**config.mk**
```make
export PLATFORM = sky130hd
export DESIGN_NAME = csr_unit
export DESIGN_NICKNAME = d
export VERILOG_FILES = /design/src/design/csr_pkg.sv /design/src/design/csr_decode.sv /design/src/design/csr_sequencer.sv /design/src/design/csr_regs.sv /design/src/design/csr_result.sv /design/src/design/csr_unit.sv
export SDC_FILE = /design/constraint.sdc
export NUM_CORES = 1
export LEC_CHECK = 0
export ABC_AREA = 1
export BUFFER_PORTS_ARGS = -buffer_cell sky130_fd_sc_hd__buf_2
export CAP_MARGIN = 20
export CORE_UTILIZATION = 45
export CTS_CLUSTER_DIAMETER = 100
export DETAILED_ROUTE_END_ITERATION = 12
export MAX_ROUTING_LAYER = met4
export PLACE_DENSITY = 0.7
export SLEW_MARGIN = 0
export SYNTH_ARGS = -nofsm -noshare
export SYNTH_HDL_FRONTEND = slang
export SYNTH_SLANG_ARGS = --single-unit
```
**constraint.sdc**
```tcl
create_clock -name clk -period 2.1 [get_ports clk]
set_input_delay 0.42 -clock clk [delete_from_list [all_inputs] [get_ports clk]]
set_output_delay 0.42 -clock clk [all_outputs]
set_load 0.005 [all_outputs]
```
**src/design/csr_pkg.sv**
```systemverilog
package csr_pkg;

    // operation codes as seen on the op port
    typedef enum logic [2:0] {
        OP_EXCEPTION = 3'd0,
        OP_MRET      = 3'd1,
        OP_CSRRW     = 3'd5,
        OP_CSRRS     = 3'd6,
        OP_CSRRC     = 3'd7
    } csr_op_e;

    typedef enum logic [2:0] {
        SEL_MSTATUS = 3'd0, // 0x300
        SEL_MIE     = 3'd1, // 0x304
        SEL_MTVEC   = 3'd2, // 0x305
        SEL_MEPC    = 3'd3, // 0x341
        SEL_MCAUSE  = 3'd4, // 0x342
        SEL_MIP     = 3'd5, // 0x344
        SEL_NONE    = 3'd6
    } csr_sel_e;

    localparam logic [11:0] ADDR_MSTATUS = 12'h300;
    localparam logic [11:0] ADDR_MIE     = 12'h304;
    localparam logic [11:0] ADDR_MTVEC   = 12'h305;
    localparam logic [11:0] ADDR_MEPC    = 12'h341;
    localparam logic [11:0] ADDR_MCAUSE  = 12'h342;
    localparam logic [11:0] ADDR_MIP     = 12'h344;

    // bit positions inside the register images
    localparam int MSTATUS_MIE_BIT  = 3;
    localparam int MSTATUS_MPIE_BIT = 7;
    localparam int MIE_MSIE_BIT     = 3;
    localparam int MIE_MEIE_BIT     = 11;
    localparam int MIP_MSIP_BIT     = 3;
    localparam int MIP_MEIP_BIT     = 11;

    typedef enum logic [1:0] {
        SEQ_IDLE = 2'b00,
        SEQ_BUSY = 2'b01,
        SEQ_DONE = 2'b10
    } seq_state_e;

    typedef struct packed {
        csr_op_e     op;
        csr_sel_e    sel;
        logic        writes;  // op really modifies the target
        logic        illegal;
        logic [31:0] wdata;
        logic [4:0]  cause;   // {irq, code}
    } csr_cmd_t;

    typedef struct packed {
        logic        mie;
        logic        mpie;
        logic        meie;
        logic        msie;
        logic        meip;
        logic        msip;
        logic [31:0] mepc;
        logic [3:0]  mcause_code;
        logic        mcause_irq;
    } csr_state_t;

endpackage

```
**src/design/csr_decode.sv**
```systemverilog
`timescale 1ns/1ps

module csr_decode
    import csr_pkg::*;
(
    input  logic [2:0]  op,
    input  logic [11:0] addr_exception,
    input  logic [31:0] write_value,
    output csr_cmd_t    cmd
);

    logic op_known;
    logic op_csr;
    logic sel_readonly;

    always_comb begin
        cmd.op = csr_op_e'(op);
        cmd.wdata = write_value;
        cmd.cause = addr_exception[4:0]; // only meaningful for exceptions

        case (addr_exception)
            ADDR_MSTATUS: cmd.sel = SEL_MSTATUS;
            ADDR_MIE:     cmd.sel = SEL_MIE;
            ADDR_MTVEC:   cmd.sel = SEL_MTVEC;
            ADDR_MEPC:    cmd.sel = SEL_MEPC;
            ADDR_MCAUSE:  cmd.sel = SEL_MCAUSE;
            ADDR_MIP:     cmd.sel = SEL_MIP;
            default:      cmd.sel = SEL_NONE;
        endcase

        case (op)
            OP_EXCEPTION, OP_MRET: begin
                op_known = 1'b1;
                op_csr = 1'b0;
            end
            OP_CSRRW, OP_CSRRS, OP_CSRRC: begin
                op_known = 1'b1;
                op_csr = 1'b1;
            end
            default: begin
                op_known = 1'b0;
                op_csr = 1'b0;
            end
        endcase

        // set/clear with a zero mask is a pure read
        case (op)
            OP_CSRRW:           cmd.writes = 1'b1;
            OP_CSRRS, OP_CSRRC: cmd.writes = (write_value != 32'b0);
            default:            cmd.writes = 1'b0;
        endcase

        sel_readonly = (cmd.sel == SEL_MTVEC) ||
                       (cmd.sel == SEL_MEPC) ||
                       (cmd.sel == SEL_MCAUSE);

        cmd.illegal = !op_known ||
                      (op_csr && cmd.sel == SEL_NONE) ||
                      (op_csr && cmd.writes && sel_readonly);
    end

endmodule

```
**src/design/csr_sequencer.sv**
```systemverilog
`timescale 1ns/1ps

module csr_sequencer
    import csr_pkg::*;
(
    input  logic clk,
    input  logic reset,
    input  logic available,
    output logic busy,
    output logic execute
);

    seq_state_e state_q;
    seq_state_e state_d;
    logic       busy_d;

    always_comb begin
        state_d = state_q;
        busy_d = 1'b0;
        case (state_q)
            SEQ_IDLE: begin
                if (available) begin
                    state_d = SEQ_BUSY;
                    busy_d = 1'b1;
                end
            end
            SEQ_BUSY: begin
                state_d = SEQ_DONE; // op completes on this edge
            end
            SEQ_DONE: begin
                busy_d = available; // hold off a requester that keeps available up
                if (!available) begin
                    state_d = SEQ_IDLE;
                end
            end
            default: begin
                state_d = SEQ_IDLE;
            end
        endcase
    end

    always_ff @(posedge clk) begin
        if (reset) begin
            state_q <= SEQ_IDLE;
            busy <= 1'b0;
        end else begin
            state_q <= state_d;
            busy <= busy_d;
        end
    end

    assign execute = (state_q == SEQ_BUSY);

    a_execute_single: assert property (@(posedge clk) disable iff (reset)
        execute |=> !execute);

endmodule

```
**src/design/csr_regs.sv**
```systemverilog
`timescale 1ns/1ps

module csr_regs
    import csr_pkg::*;
(
    input  logic       clk,
    input  logic       reset,
    input  logic       execute,
    input  logic       ext_irq,
    input  csr_cmd_t   cmd,
    output csr_state_t state
);

    // write / set / clear on a single bit
    function automatic logic apply_bit(input csr_op_e op, input logic old_bit,
                                       input logic wbit);
        case (op)
            OP_CSRRW: apply_bit = wbit;
            OP_CSRRS: apply_bit = old_bit | wbit;
            OP_CSRRC: apply_bit = old_bit & ~wbit;
            default:  apply_bit = old_bit;
        endcase
    endfunction

    logic update;

    assign update = execute && !cmd.illegal;

    always_ff @(posedge clk) begin
        if (reset) begin
            state <= '0;
        end else begin
            state.meip <= ext_irq; // pending line is not software writable

            if (update) begin
                case (cmd.op)
                    OP_EXCEPTION: begin
                        state.mcause_code <= cmd.cause[3:0];
                        state.mcause_irq <= cmd.cause[4];
                        state.mepc <= cmd.wdata; // trapping pc
                        state.mpie <= state.mie;
                        state.mie <= 1'b0;
                    end
                    OP_MRET: begin
                        state.mie <= state.mpie;
                    end
                    OP_CSRRW, OP_CSRRS, OP_CSRRC: begin
                        if (cmd.writes) begin
                            case (cmd.sel)
                                SEL_MSTATUS: begin
                                    state.mie <= apply_bit(cmd.op, state.mie,
                                                           cmd.wdata[MSTATUS_MIE_BIT]);
                                    state.mpie <= apply_bit(cmd.op, state.mpie,
                                                            cmd.wdata[MSTATUS_MPIE_BIT]);
                                end
                                SEL_MIE: begin
                                    state.msie <= apply_bit(cmd.op, state.msie,
                                                            cmd.wdata[MIE_MSIE_BIT]);
                                    state.meie <= apply_bit(cmd.op, state.meie,
                                                            cmd.wdata[MIE_MEIE_BIT]);
                                end
                                SEL_MIP: begin
                                    state.msip <= apply_bit(cmd.op, state.msip,
                                                            cmd.wdata[MIP_MSIP_BIT]);
                                end
                                default: begin
                                    // read-only targets never get here
                                end
                            endcase
                        end
                    end
                    default: begin
                    end
                endcase
            end
        end
    end

    // mepc is only written by trap entry
    a_mepc_trap_only: assert property (@(posedge clk) disable iff (reset)
        (state.mepc != $past(state.mepc)) |->
            $past(execute && cmd.op == OP_EXCEPTION));

endmodule

```
**src/design/csr_result.sv**
```systemverilog
`timescale 1ns/1ps

module csr_result
    import csr_pkg::*;
#(
    parameter logic [31:0] irq_handler_addr = 32'h0000_0010
) (
    input  logic        clk,
    input  logic        reset,
    input  logic        execute,
    input  csr_cmd_t    cmd,
    input  csr_state_t  state,
    output logic [31:0] read_value,
    output logic        fault
);

    logic [31:0] rdata;
    logic [31:0] mtvec_image;

    assign mtvec_image = {irq_handler_addr[31:2], 2'b00}; // direct mode only

    // old register image before this op updates anything
    always_comb begin
        rdata = 32'b0;
        case (cmd.op)
            OP_EXCEPTION: begin
                rdata = mtvec_image;
            end
            OP_MRET: begin
                rdata = state.mepc;
            end
            OP_CSRRW, OP_CSRRS, OP_CSRRC: begin
                case (cmd.sel)
                    SEL_MSTATUS: begin
                        rdata[MSTATUS_MIE_BIT] = state.mie;
                        rdata[MSTATUS_MPIE_BIT] = state.mpie;
                    end
                    SEL_MIE: begin
                        rdata[MIE_MSIE_BIT] = state.msie;
                        rdata[MIE_MEIE_BIT] = state.meie;
                    end
                    SEL_MTVEC:  rdata = mtvec_image;
                    SEL_MEPC:   rdata = state.mepc;
                    SEL_MCAUSE: rdata = {state.mcause_irq, 27'b0, state.mcause_code};
                    SEL_MIP: begin
                        rdata[MIP_MSIP_BIT] = state.msip;
                        rdata[MIP_MEIP_BIT] = state.meip;
                    end
                    default:    rdata = 32'b0; // unknown csr
                endcase
            end
            default: begin
                rdata = 32'b0;
            end
        endcase
    end

    always_ff @(posedge clk) begin
        if (reset) begin
            read_value <= 32'b0;
            fault <= 1'b0;
        end else begin
            if (execute) begin
                read_value <= rdata; // held until the next op
            end
            fault <= execute && cmd.illegal; // single cycle pulse
        end
    end

    a_fault_pulse: assert property (@(posedge clk) disable iff (reset)
        fault |=> !fault);

endmodule

```
**src/design/csr_unit.sv**
```systemverilog
`timescale 1ns/1ps

module csr_unit
    import csr_pkg::*;
#(
    parameter logic [31:0] irq_handler_addr = 32'h0000_0010
) (
    input  logic        clk,
    input  logic        reset,
    input  logic        available,
    input  logic [2:0]  op,
    input  logic [11:0] addr_exception,
    input  logic [31:0] write_value,
    input  logic        ext_irq,
    output logic [31:0] read_value,
    output logic        busy,
    output logic        fault
);

    csr_cmd_t   cmd;
    csr_state_t state;
    logic       execute;

    csr_decode u_decode (
        .op             (op),
        .addr_exception (addr_exception),
        .write_value    (write_value),
        .cmd            (cmd)
    );

    csr_sequencer u_seq (
        .clk       (clk),
        .reset     (reset),
        .available (available),
        .busy      (busy),
        .execute   (execute)
    );

    csr_regs u_regs (
        .clk     (clk),
        .reset   (reset),
        .execute (execute),
        .ext_irq (ext_irq),
        .cmd     (cmd),
        .state   (state)
    );

    csr_result #(
        .irq_handler_addr (irq_handler_addr)
    ) u_result (
        .clk        (clk),
        .reset      (reset),
        .execute    (execute),
        .cmd        (cmd),
        .state      (state),   // sampled before the regs update
        .read_value (read_value),
        .fault      (fault)
    );

endmodule

```
==> flow_summary.ini <==
[synthesis]
synth_edf_count = 0
synth_area_mm2 = 0.00383
yosysSeqAreaShare_pct = 41.3
synth_cell_types = 34
synth_simple_gate_area_share_pct = 39.8
synth_top_family_by_area = simple AND/OR/NAND/NOR gates
synth.area.top_cells = dfxtp_1 (41%), nand2_1 (21%), nor2_1 (12%)
async_flop_share_pct = 0
synth.top_cell.area_share_pct = 41.3
synth_ff_type = dfxtp_1
synthAdderAreaFrac_pct = 0
syn_inst = 599
yosys.area.top_type = dfxtp_1
ys_ff_latch = 79
synth_fp_nets = 650
syn_avg_cell_area_um2 = 6.39
synth_common_cells = nand2_1 (209), nor2_1 (123), dfxtp_1 (79), inv_1 (62), a21oi_1 (34)
yosys_warnings = 0
yosysMostFrequentCell = nand2_1
synth_xor_area_share_pct = 0
synth.mux.area_fraction_pct = 0
synth_compound_area_share_pct = 8.40

[critical_path]
worstSetupEndpoint = u_regs.state[10]
cp.depth = 12
cp_cell_sequence = buf_2 -> buf_4 -> nand2_1 -> nor3_1 -> nand2_1 -> nand2_1 -> inv_1 -> nand2_2 -> nand4_4 -> buf_12 -> nor2_1 -> nor2_1
crit_buf_inv = 4
slowest_stage = nor3_1
critPathArrivalTime_ns = 2.04
r2r_end = u_regs.state[10]
crit_path_start_kind = input pin
path_max_fanout = 18
startpoint = op[1]
end_kind = register
r2r_start = u_seq.state_q[0]
reg2reg_depth = 7
crit_family = simple AND/OR/NAND/NOR gates
critical-path-max-stage-delay_ns = 0.38
required_ns = 2.34
rrSetupSlack_ns = 0.64
path_class = in2reg
cpMostUsedCell = nand2_1

[cells_and_area]
drive_gt1_share_pct = 22.4
seqCellArea_mm2 = 0.00158
layout.nets = 760
instances_no_fill = 819
multi_input_area_mm2 = 0.00185
diodes = 0
filler_cell_count = 800
syn2layout_area_growth_pct = 26.4

[cts]
clock_latency_ns = 0.35
cts_buffers = 9
cts_num_sinks = 79
clk_pin_slew_ns = 0.08
cts_buffer_depth = 2
cts_hold_buf = 0
post_cts_resized = 0
htree_levels = 3
cts_tree = built
ctsRootBufferMaster = clkbuf_8
cts_setup_buffers = 0

[sta]
rsz0062_at_grt = false
finalCritPeriodShare_pct = 85.8
fin_crit_ns = 1.80
hold_violations = 0
skew_ns = 0.0117
whs_ns = 0.290
setup_violations = 0
max_freq_ghz = 0.555
maxSlewHeadroom_pct = 72.1
setup_ws_ns = 0.299
slew_violations = 0
worstMarginPinSlew_ns = 0.415

[pwr]
comb_power_share_pct = 8.4
fin_total_pwr_mw = 3.16
p_clk_share_pct = 43.7
cellInternalPower_mw = 2.41
ir_drop_mv = 0.371
power.share.sequential_pct = 47.9
power.density_mw_per_mm2 = 654
switching_share_pct = 23.6
power_switching_uw = 746
leakage_nw = 2.44

[global_route]
antenna_found_initial = 0
grt_pass1_vias = 3403
gr-total-overflow = 0
grt_pass1_wl_mm = 15.4
grt.total_usage_pct = 23.1
grt_max_degree = 23

[route]
drtIter0Drc = 141
avgViaCountPerCell = 4.65
detail_route.wl_per_cell_um = 11.3
wl_mm = 9.29
drc = 0
ant_nets = 0
via_count = 3810
drt_pass1_iterations = 4

[place]
portBuffers = 84
gp_congestion = 0.951
dp_hpwl_mm = 7.01
dp_cells = 803
pre_cts_ws_ns = -0.0135

[run]
cap_violations = 0

[run_status]
status = completed

[floorplan]
start_util_pct = 46.6
die_x_um = 94.2
rows = 33
ioPinCount = 85
die_h_um = 94.2
core_region_area_mm2 = 0.00822
dieArea_mm2 = 0.00888

[hold_path]
hp-start = ext_irq
hold_class = in2reg
==> worst min path at each step <==
stage                                  end  slack [ns]  cells after the start
after floorplan           u_seq.state_q[0]        0.42                      1
after global placement    u_seq.state_q[0]        0.43                      1
after detailed placement  u_seq.state_q[0]        0.44                      1
after CTS                 u_regs.state[38]        0.28                      3
after global routing      u_regs.state[38]        0.28                      3
final                     u_regs.state[38]        0.29                      3
==> cell usage in the layout (no fill, tap or decap), drive strengths merged, types with 8 or more instances in the layout <==
master / instances
a21oi: 35
buf: 122
clkbuf: 10
dfxtp: 79
inv: 68
nand2: 212
nand3: 8
nand4: 9
nor2: 128
nor3: 10
o21ai: 13
==> kinds of logic (layout without fill, tap and decap cells) <==
family,count (synthesis),after routing
buffers and inverters,93,208
and+or+nand+nor,371,371
DFF,79,79
AOI/OAI and AO/OA,56,56
==> registers in the layout, summed over array words and instances (netlist names) <==
signal / flops
u_result.fault: 1
u_result.read_value: 32
u_regs.state: 43
u_seq.busy: 1
u_seq.state_q: 2
==> routing by layer <==
metal	global-route usage (%)	up-vias	part of all wire [%]
met2	36.3	100	45
li1	-	2039	-
met1	30.4	1660	49
met5	-	-	0
met3	4.85	11	4.9
met4	5.26	0	0.99
==> area by class of cell <==
type	count	area share (%)
flip-flops and latches	79	32.7
repair buffers	122	15.9
clock inverters	6	2.43
clock buffers	10	2.64
inverters	70	5.43
well taps	105	2.72
multi-input cells	427	38.2
==> worst reg2reg max path: stages (launching register included) <==
cell and delay, ns:
dfxtp_1 0.35, inv_1 0.04, nor2_1 0.07, buf_4 0.23, nand4_4 0.24, buf_12 0.23, nor2_1 0.13, nor2_1 0.06
==> power groups by stage <==
| stage | Clock, mW | Combinational, mW | Sequential, mW |
|---|---|---|---|
| 3_5_place_dp | 0 | 0.262 | 1.55 |
| 6_report | 1.38 | 0.264 | 1.51 |
| 5_1_grt | 1.48 | 0.293 | 1.52 |
| 2_1_floorplan | 0 | 0.124 | 1.55 |
| 3_3_place_gp | 0 | 0.259 | 1.55 |
| 4_1_cts | 1.41 | 0.264 | 1.52 |
==> metrics by stage <==
stage / area [um^2] / TNS, ns / util, %
final: 4830 / 0 / 58.8
after detailed placement: 4590 / -0.0201 / 55.9
after CTS: 4830 / 0 / 58.8
after global placement: 4590 / 0 / 55.9
after global routing: 4830 / 0 / 58.8
after floorplan: 3830 / 0 / -
Power figures use the tool's default switching activity.
